$ cat config.mk
export PLATFORM = sky130hd
export DESIGN_NAME = argMax
export DESIGN_NICKNAME = d
export VERILOG_FILES = /design/src/hdl/mlpPkg.sv /design/src/hdl/argMax.sv
export VERILOG_INCLUDE_DIRS = /design/src /design/src/hdl
export SDC_FILE = /design/constraint.sdc
export NUM_CORES = 1
export LEC_CHECK = 0
export ABC_AREA = 0
export ABC_CLOCK_PERIOD_IN_PS = 4900
export BUFFER_PORTS_ARGS = -buffer_cell sky130_fd_sc_hd__buf_2
export CORE_MARGIN = 2
export CORE_UTILIZATION = 45
export DETAILED_ROUTE_END_ITERATION = 10
export HOLD_SLACK_MARGIN = 0.02
export PLACE_DENSITY_LB_ADDON = 0.3
export SYNTH_ARGS = -nofsm -noshare
export SYNTH_HDL_FRONTEND = slang
export SYNTH_SLANG_ARGS = --single-unit
$ cat constraint.sdc
create_clock -name clk -period 4.9 [get_ports clk]
set_input_delay 0.98 -clock clk [delete_from_list [all_inputs] [get_ports clk]]
set_output_delay 0.98 -clock clk [all_outputs]
set_load 0.01 [all_outputs]
$ cat src/hdl/mlpCore_params.svh
`ifndef MLP_CORE_PARAMS_SVH
`define MLP_CORE_PARAMS_SVH

// sample format is signed q8.8.
`define MLP_DATA_W 16
`define MLP_FRAC 8
`define MLP_ACC_W 32

// layer sizes.
`define MLP_N_IN 10
`define MLP_N_HID 4
`define MLP_N_OUT 3

// registers from inValid to outValid in one dense layer.
`define MLP_LAYER_LAT 3

// Tables are concatenations, so the first word is the most significant one.
// Hidden weights run from row 3, input 9 down to row 0, input 0.
`define MLP_HID_WEIGHTS { \
	16'sh015C, 16'sh006A, 16'sh03E0, 16'sh007D, 16'sh00A7, \
	16'shFEE4, 16'shFFD9, 16'shFF37, 16'sh027C, 16'sh0356, \
	16'shFF80, 16'sh0120, 16'shFE40, 16'sh00C0, 16'sh0040, \
	16'shFFA0, 16'sh0200, 16'shFF00, 16'sh0080, 16'shFFE0, \
	16'sh0100, 16'shFF00, 16'sh0080, 16'shFF80, 16'sh0040, \
	16'shFFC0, 16'sh0020, 16'shFFE0, 16'sh0010, 16'shFFF0, \
	16'sh00D8, 16'shFF28, 16'sh0064, 16'shFF9C, 16'sh01C0, \
	16'shFE40, 16'sh0030, 16'shFFD0, 16'sh0150, 16'shFEB0 \
}

// hidden bias, neuron 3 first.
`define MLP_HID_BIAS { \
	16'sh00D8, 16'shFF00, 16'sh0040, 16'sh0000 \
}

// output weights, row 2 input 3 first.
`define MLP_OUT_WEIGHTS { \
	16'sh0180, 16'shFF40, 16'sh0100, 16'shFF80, \
	16'shFF00, 16'sh0200, 16'sh0080, 16'sh0040, \
	16'sh0100, 16'sh0100, 16'shFF00, 16'sh00C0 \
}

// output bias, neuron 2 first.
`define MLP_OUT_BIAS { \
	16'sh0000, 16'sh0020, 16'shFFE0 \
}

`endif

$ cat src/hdl/mlpPkg.sv
`default_nettype none

`include "mlpCore_params.svh"

package mlpPkg;

	typedef logic signed [`MLP_DATA_W-1:0] sample_t; // q8.8 word.
	typedef logic signed [`MLP_ACC_W-1:0] acc_t;
	typedef logic [$clog2(`MLP_N_OUT)-1:0] classIdx_t;

	// vectors between the stages.
	typedef sample_t [`MLP_N_IN-1:0] inVec_t;
	typedef sample_t [`MLP_N_HID-1:0] hidVec_t;
	typedef sample_t [`MLP_N_OUT-1:0] scoreVec_t;

	// weight tables, one row per neuron.
	typedef sample_t [`MLP_N_HID-1:0][`MLP_N_IN-1:0] hidWeights_t;
	typedef sample_t [`MLP_N_OUT-1:0][`MLP_N_HID-1:0] outWeights_t;

	localparam acc_t SAT_MAX = acc_t'((1 <<< (`MLP_DATA_W - 1)) - 1);
	localparam acc_t SAT_MIN = -SAT_MAX - 1;

	// Drops the fraction bits of a product sum and clamps it to one sample.
	function automatic sample_t satShift(acc_t sum);
		acc_t shifted;
		shifted = sum >>> `MLP_FRAC; // floor, not truncation toward zero.
		if (shifted > SAT_MAX)
		begin
			return sample_t'(SAT_MAX);
		end
		else if (shifted < SAT_MIN)
		begin
			return sample_t'(SAT_MIN);
		end
		return sample_t'(shifted);
	endfunction

endpackage

`default_nettype wire

$ cat src/hdl/argMax.sv
`default_nettype none

`include "mlpCore_params.svh"

module argMax #(
	parameter int N = `MLP_N_OUT
) (
	input logic clk,
	input logic reset,
	input logic inValid,
	input mlpPkg::sample_t [N-1:0] scores,
	output logic outValid,
	output mlpPkg::sample_t [N-1:0] scoresOut,
	output mlpPkg::classIdx_t classIdx
);

	mlpPkg::classIdx_t bestIdx;
	mlpPkg::sample_t bestVal;

	// strict compare keeps the lowest index on a tie.
	always_comb
	begin
		bestIdx = '0;
		bestVal = scores[0];
		for (int i = 1; i < N; i++)
		begin
			if ($signed(scores[i]) > $signed(bestVal))
			begin
				bestIdx = mlpPkg::classIdx_t'(i);
				bestVal = scores[i];
			end
		end
	end

	always_ff @(posedge clk)
	begin
		if (reset)
		begin
			outValid <= 1'b0;
		end
		else
		begin
			outValid <= inValid;
		end
	end

	// results hold until the next strobe.
	always_ff @(posedge clk)
	begin
		if (reset)
		begin
			scoresOut <= '0;
			classIdx <= '0;
		end
		else if (inValid)
		begin
			scoresOut <= scores;
			classIdx <= bestIdx;
		end
	end

endmodule

`default_nettype wire

==> out/metrics.cfg, run 1 <==
[clock_network]
post_cts_buffers = 0
cts-root-buf = clkbuf_8
ctsHoldBuffers = 0
cts_resized = 0
insertion_delay_ns = 0.31
cts_made_buffers = 5
cts_buffer_depth = 2
cts_tree = yes
cts_sinks = 51
path_clk_slew_ns = 0.10
htree_levels = 2

[setup_path]
crit_family = compound AO/OA/AOI/OAI gates
criticalPathCategory = input port to flop
rr_endpoint = classIdx[1]
path_buf_inv = 2
critPathMaxFanout = 17
critPathLaunchType = input port
critPathMostFrequentCell = ha_1
worstRegToRegCells = 2
cp.arrival_ns = 4.90
rrSetupSlack_ns = 3.96
slowest_stage = o31ai_4
r2r-start = classIdx[1]
crit_path_cell_trace = buf_2 -> inv_1 -> ha_1 -> a21oi_1 -> nor2b_1 -> o31a_2 -> o31ai_4 -> mux2i_1 -> ha_1 -> nand4_2 -> or4_1 -> nor2_1 -> and4b_4 -> o41ai_2
critPathRequiredTime_ns = 5.12
worst-path-stages = 14
worstSetupStartpoint = scores[8]
endpoint_kind = flop
slowest_delay_ns = 0.95

[drt]
via_count = 2352
antenna_left = 0
wl_per_cell_um = 13.6
drt_drc_violations_left = 0
drtIter0Drc = 74
routed_wirelength_mm = 6.27
first_pass_iters = 4
via_per_inst = 5.11

[timing]
maxSlewViolCount = 0
slew_headroom_pct = 26.2
finalSetupTns_ns = 0
fmax_ghz = 0.214
tightest_slew_ns = 1.11
min_period_ns = 4.68
finalClockSkew_ns = 0
setup_viol = 0
rsz0062_at_grt = no
finalHoldViolations = 0
post-route-period-util_pct = 95.5
worst_slack_ns = 0.220

[floorplanning]
die_y_um = 82.7
ios = 102
die_x_um = 82.7
die_area_um2 = 6840
initial_core_util_pct = 46.8
coreArea_um2 = 5960
fp-row-count = 28

[power]
ir_drop_v = 0.000141
p_leak_nw = 1.86
total_power_mw = 0.993
p_per_area_nw_per_um2 = 288

[place]
gp_congestion = 0.742
dpl-instance-area_um2 = 3320
io_buffers = 101
detailed_place_hpwl_mm = 4.91
place_ws_ns = -0.0891

[logic_synthesis]
synth_top_area_share_pct = 36.6
yosysSeqAreaShare_pct = 36.6
avgSynthCellArea_um2 = 9.71
synth-seq-cells = 51
synth_most_common_cell = mux2i_1
syn-instance-count = 287
synth_commonest_cells = mux2i_1 (63), dfxtp_1 (51), nor2_1 (51), ha_1 (32), inv_1 (19)
ys_types = 37
synth_ff_type = dfxtp_1
async_reset_ff_share_pct = 0
syn-num-nets = 370
synth_edf_count = 0
ys_warn_count = 0
synthTopCellsByArea = dfxtp_1 (37%), mux2i_1 (23%), ha_1 (14%)
syn_area_um2 = 2790
synth_top_cell_by_area = dfxtp_1

[layout]
fillerInstances = 565
drive_gt1_share_pct = 31.2
diodes = 0
design_area_um2 = 3440
syn2layout_area_growth_pct = 23.4
nets = 467

[grt]
grt_pass1_wl_mm = 9.91
antenna_found_initial = 0
overflow = 0
grt_max_degree = 52
grt_pass1_vias = 2176
track_usage_pct = 18.8

[run]
max_cap_violations = 0

[min_path]
worstHoldStart = scoresOut[44]
hold_class = flop to flop
holdPathEnd = scoresOut[44]
whs_path_depth = 2

[status]
outcome = finished, final reports clean

-- layout make-up --
cell class	count	area, um^2	area share [%]
Multi-Input combinational cell	205	1620	47.2
Tap cell	75	93.8	2.73
Inverter	19	71.3	2.07
Clock inverter	2	35.0	1.02
Sequential cell	51	1020	29.7
Clock buffer	6	82.6	2.40
Timing Repair Buffer	102	513	14.9
-- sequential cells by signal (all words and copies together), names as in the netlist --
signal     cells
classIdx       2
scoresOut     48
outValid       1
-- how the worst max path moves through the flow --
| stage | endpoint | slack (ns) |
|---|---|---|
| final | classIdx[0] | 0.22 |
| after detailed placement | classIdx[0] | -0.09 |
| after global placement | classIdx[0] | 0.01 |
| after global routing | classIdx[0] | 0.02 |
| after floorplan | classIdx[0] | 0.63 |
| after CTS | classIdx[0] | 0.23 |
-- cells by family (layout without fill, tap and decap cells) --
| family | count (synthesis) | in the layout | share of synthesized area, % |
|---|---|---|---|
| buffers and inverters | 31 | 129 | 5.12 |
| flip-flops | 51 | 51 | 36.6 |
| AND/OR/NAND/NOR | 81 | 81 | 13.6 |
| adder cells (fa/ha/maj) | 32 | 32 | 14.4 |
| multiplexers | 64 | 64 | 23.0 |
| AO/OA/AOI/OAI | 28 | 28 | 7.23 |
-- layer usage --
layer / global-route usage (%) / part of all wire, % / vias to the layer above
li1: - / - / 1195
met1: 24.5 / 47 / 1083
met2: 31.8 / 46 / 68
met3: 3.59 / 6.3 / 6
met4: 4.92 / 1.1 / 0
met5: 0 / 0 / -
-- worst reg2reg max path: stages, from the launching register on --
cell and delay (ns):
dfxtp_1 0.34, or3b_2 0.44, o41ai_1 0.07
-- metrics by stage --
step / hold slack, ns / cells / util, %
final: 0.497 / 460 / 57.8
after global routing: 0.520 / 460 / 57.8
after CTS: 0.502 / 460 / 57.8
after detailed placement: 0.478 / 452 / 55.8
after global placement: 0.468 / 452 / 55.8
after floorplan: 0.531 / 287 / -
-- power breakdown --
part,switching [mW],internal (mW)
Clock,0.141,0.165
Combinational,0.127,0.109
Sequential,0.0113,0.440
-- placed cells by master (no fill, tap or decap), types with 2 or more instances in the layout --
cell,count
ha_1,32
buf_2,101
inv_1,19
nand4_1,3
nor4_1,2
a21o_1,2
nand2_1,9
mux2i_1,63
nand3_1,3
or3b_2,2
dfxtp_1,51
nor2b_1,3
nor2_1,51
clkbuf_8,6
o211ai_1,2
a21oi_1,14
Note: power is estimated with default switching activity, not from simulation.
==> inputs of run 2 (changes only) <==
--- a/config.mk
+++ b/config.mk
@@ -9,7 +9,7 @@
 export ABC_AREA = 0
 export ABC_CLOCK_PERIOD_IN_PS = 4900
 export BUFFER_PORTS_ARGS = -buffer_cell sky130_fd_sc_hd__buf_2
-export CORE_MARGIN = 2
+export CORE_MARGIN = 3
 export CORE_UTILIZATION = 45
 export DETAILED_ROUTE_END_ITERATION = 10
 export HOLD_SLACK_MARGIN = 0.02
==> constraint.sdc (replaced) <==
create_clock -name clk -period 4.9 [get_ports clk]
set_input_delay 0.98 -clock clk [delete_from_list [all_inputs] [get_ports clk]]
set_output_delay 0.98 -clock clk [all_outputs]
set_load 0.05 [all_outputs]
==> run 2 against run 1 <==
  * Fmax shrank 0.14%
  * Critical path depth unchanged
  * Worst hold slack got worse by 0.0012 ns
  * Critical path type unchanged
  * Clock-buffer cell count unchanged
  * Sequential power about the same
  * Register-to-register slack got worse by 0.02 ns
==> out/metrics.cfg, run 2 (synthesis gave the netlist of run 1 again) <==
[drt]
via_per_inst = 5.09
antenna_left = 0
via_count = 2335
wl_per_cell_um = 14.1
drtIter0Drc = 74
routed_wirelength_mm = 6.48
first_pass_iters = 4
drt_drc_violations_left = 0

[setup_path]
critPathMaxFanout = 17
endpoint_kind = flop
critPathLaunchType = input port
cp.arrival_ns = 4.90
worstSetupStartpoint = scores[6]
critPathRequiredTime_ns = 5.11
r2r-start = classIdx[1]
criticalPathCategory = input port to flop

[clock_network]
insertion_delay_ns = 0.30
cts_buffer_depth = 2
post_cts_buffers = 0
cts_sinks = 51
cts-root-buf = clkbuf_8
cts_made_buffers = 5
path_clk_slew_ns = 0.09
cts_tree = yes
cts_resized = 0
htree_levels = 2
ctsHoldBuffers = 0

[layout]
largest_register_ff_count = 48
design_area_um2 = 3410
multiInputGateArea_um2 = 1620
regMostFlops = scoresOut
syn2layout_area_growth_pct = 22.4
regArea_um2 = 1020
final_core_util_pct = 57.3
diodes = 0
final_cell_mix = buf_2 (101), mux2i_1 (63), nor2_1 (51), dfxtp_1 (51), ha_1 (32)
largestRegisters = scoresOut (48), classIdx (2), outValid (1)
layout_commonest_cell = buf_2
drive_gt1_share_pct = 31.0
nets = 467
fillerInstances = 540

[floorplanning]
die_y_um = 84.7
fp-row-count = 28
coreArea_um2 = 5960
ios = 102
initial_core_util_pct = 46.8
die_area_um2 = 7170
die_x_um = 84.7

[timing]
min_period_ns = 4.69
setup_viol = 0
rsz0062_at_grt = no
fmax_ghz = 0.213
finalHoldViolations = 0
finalSetupTns_ns = 0
tightest_slew_ns = 1.14
finalClockSkew_ns = 0
maxSlewViolCount = 0
post-route-period-util_pct = 95.6
slew_headroom_pct = 23.8
worst_slack_ns = 0.214

[place]
dpl-instance-area_um2 = 3320
gp_congestion = 0.772
io_buffers = 101
place_ws_ns = -0.0924
detailed_place_hpwl_mm = 5.03

[grt]
grt_max_degree = 52
grt_pass1_vias = 2235
busiest_layer = met2
grtUsageMet3_pct = 4.81
use_met2_pct = 29.3
overflow = 0
track_usage_pct = 18.3
antenna_found_initial = 0
use_met1_pct = 25.0
grt_pass1_wl_mm = 10.7

[run]
max_cap_violations = 0

[status]
outcome = finished, final reports clean

[min_path]
worstHoldStart = scoresOut[26]
hold_class = flop to flop

[power]
p_leak_nw = 1.85
p_per_area_nw_per_um2 = 296
ir_drop_v = 0.000170
total_power_mw = 1.01

## run 2: cell types whose count changed in the layout (fill, tap and decap cells not counted), sizes merged
cell	delta
bufinv	-1
## run 2: power by group
part | total [mW] | leakage, nW | switching (mW) | internal, mW
combinational | 0.315 | 1.38 | 0.206 | 0.109
sequential | 0.452 | 0.421 | 0.0116 | 0.440
clock | 0.243 | 0.0470 | 0.132 | 0.111
total | 1.01 | 1.85 | 0.350 | 0.660
## run 2: routing by layer
metal	share of wire [%]	wire [um]
met3	6.1	397
met4	0.86	56
met1	47	3030
met5	0	0
met2	46	3000
## run 2: path summary, 6_finish.rpt
check	endpoint	depth (start not counted)	slack, ns
max reg2reg	classIdx[1]	2	3.94
max	classIdx[0]	14	0.21
min	scoresOut[26]	2	0.50
min reg2reg	scoresOut[26]	2	0.50
## run 2: area by class of cell
cell class              instances  share of cell area, %
well taps                      75                   2.75
repair buffers                102                   15.0
multi-input cells             205                   47.6
clock inverters                 1                  0.147
clock buffers                   6                   2.42
inverters                      19                   2.09
flip-flops and latches         51                   29.9
## run 2: per-stage QoR
step / instances / hold slack [ns]
3_5_place_dp: 452 / 0.476
2_1_floorplan: 287 / 0.737
4_1_cts: 459 / 0.500
6_report: 459 / 0.496
3_3_place_gp: 452 / 0.467
5_1_grt: 459 / 0.518
## run 2: critical path, cell delays in order
cell     delay, ns
buf_2         0.11
inv_1         0.04
ha_1          0.31
a21oi_1       0.14
a21oi_1       0.08
o31a_2        0.31
o31ai_4       0.97
mux2i_1       0.25
ha_1          0.37
nand4_2       0.14
or4_1         0.56
nor2_1        0.15
and4b_4       0.22
o41ai_2       0.26
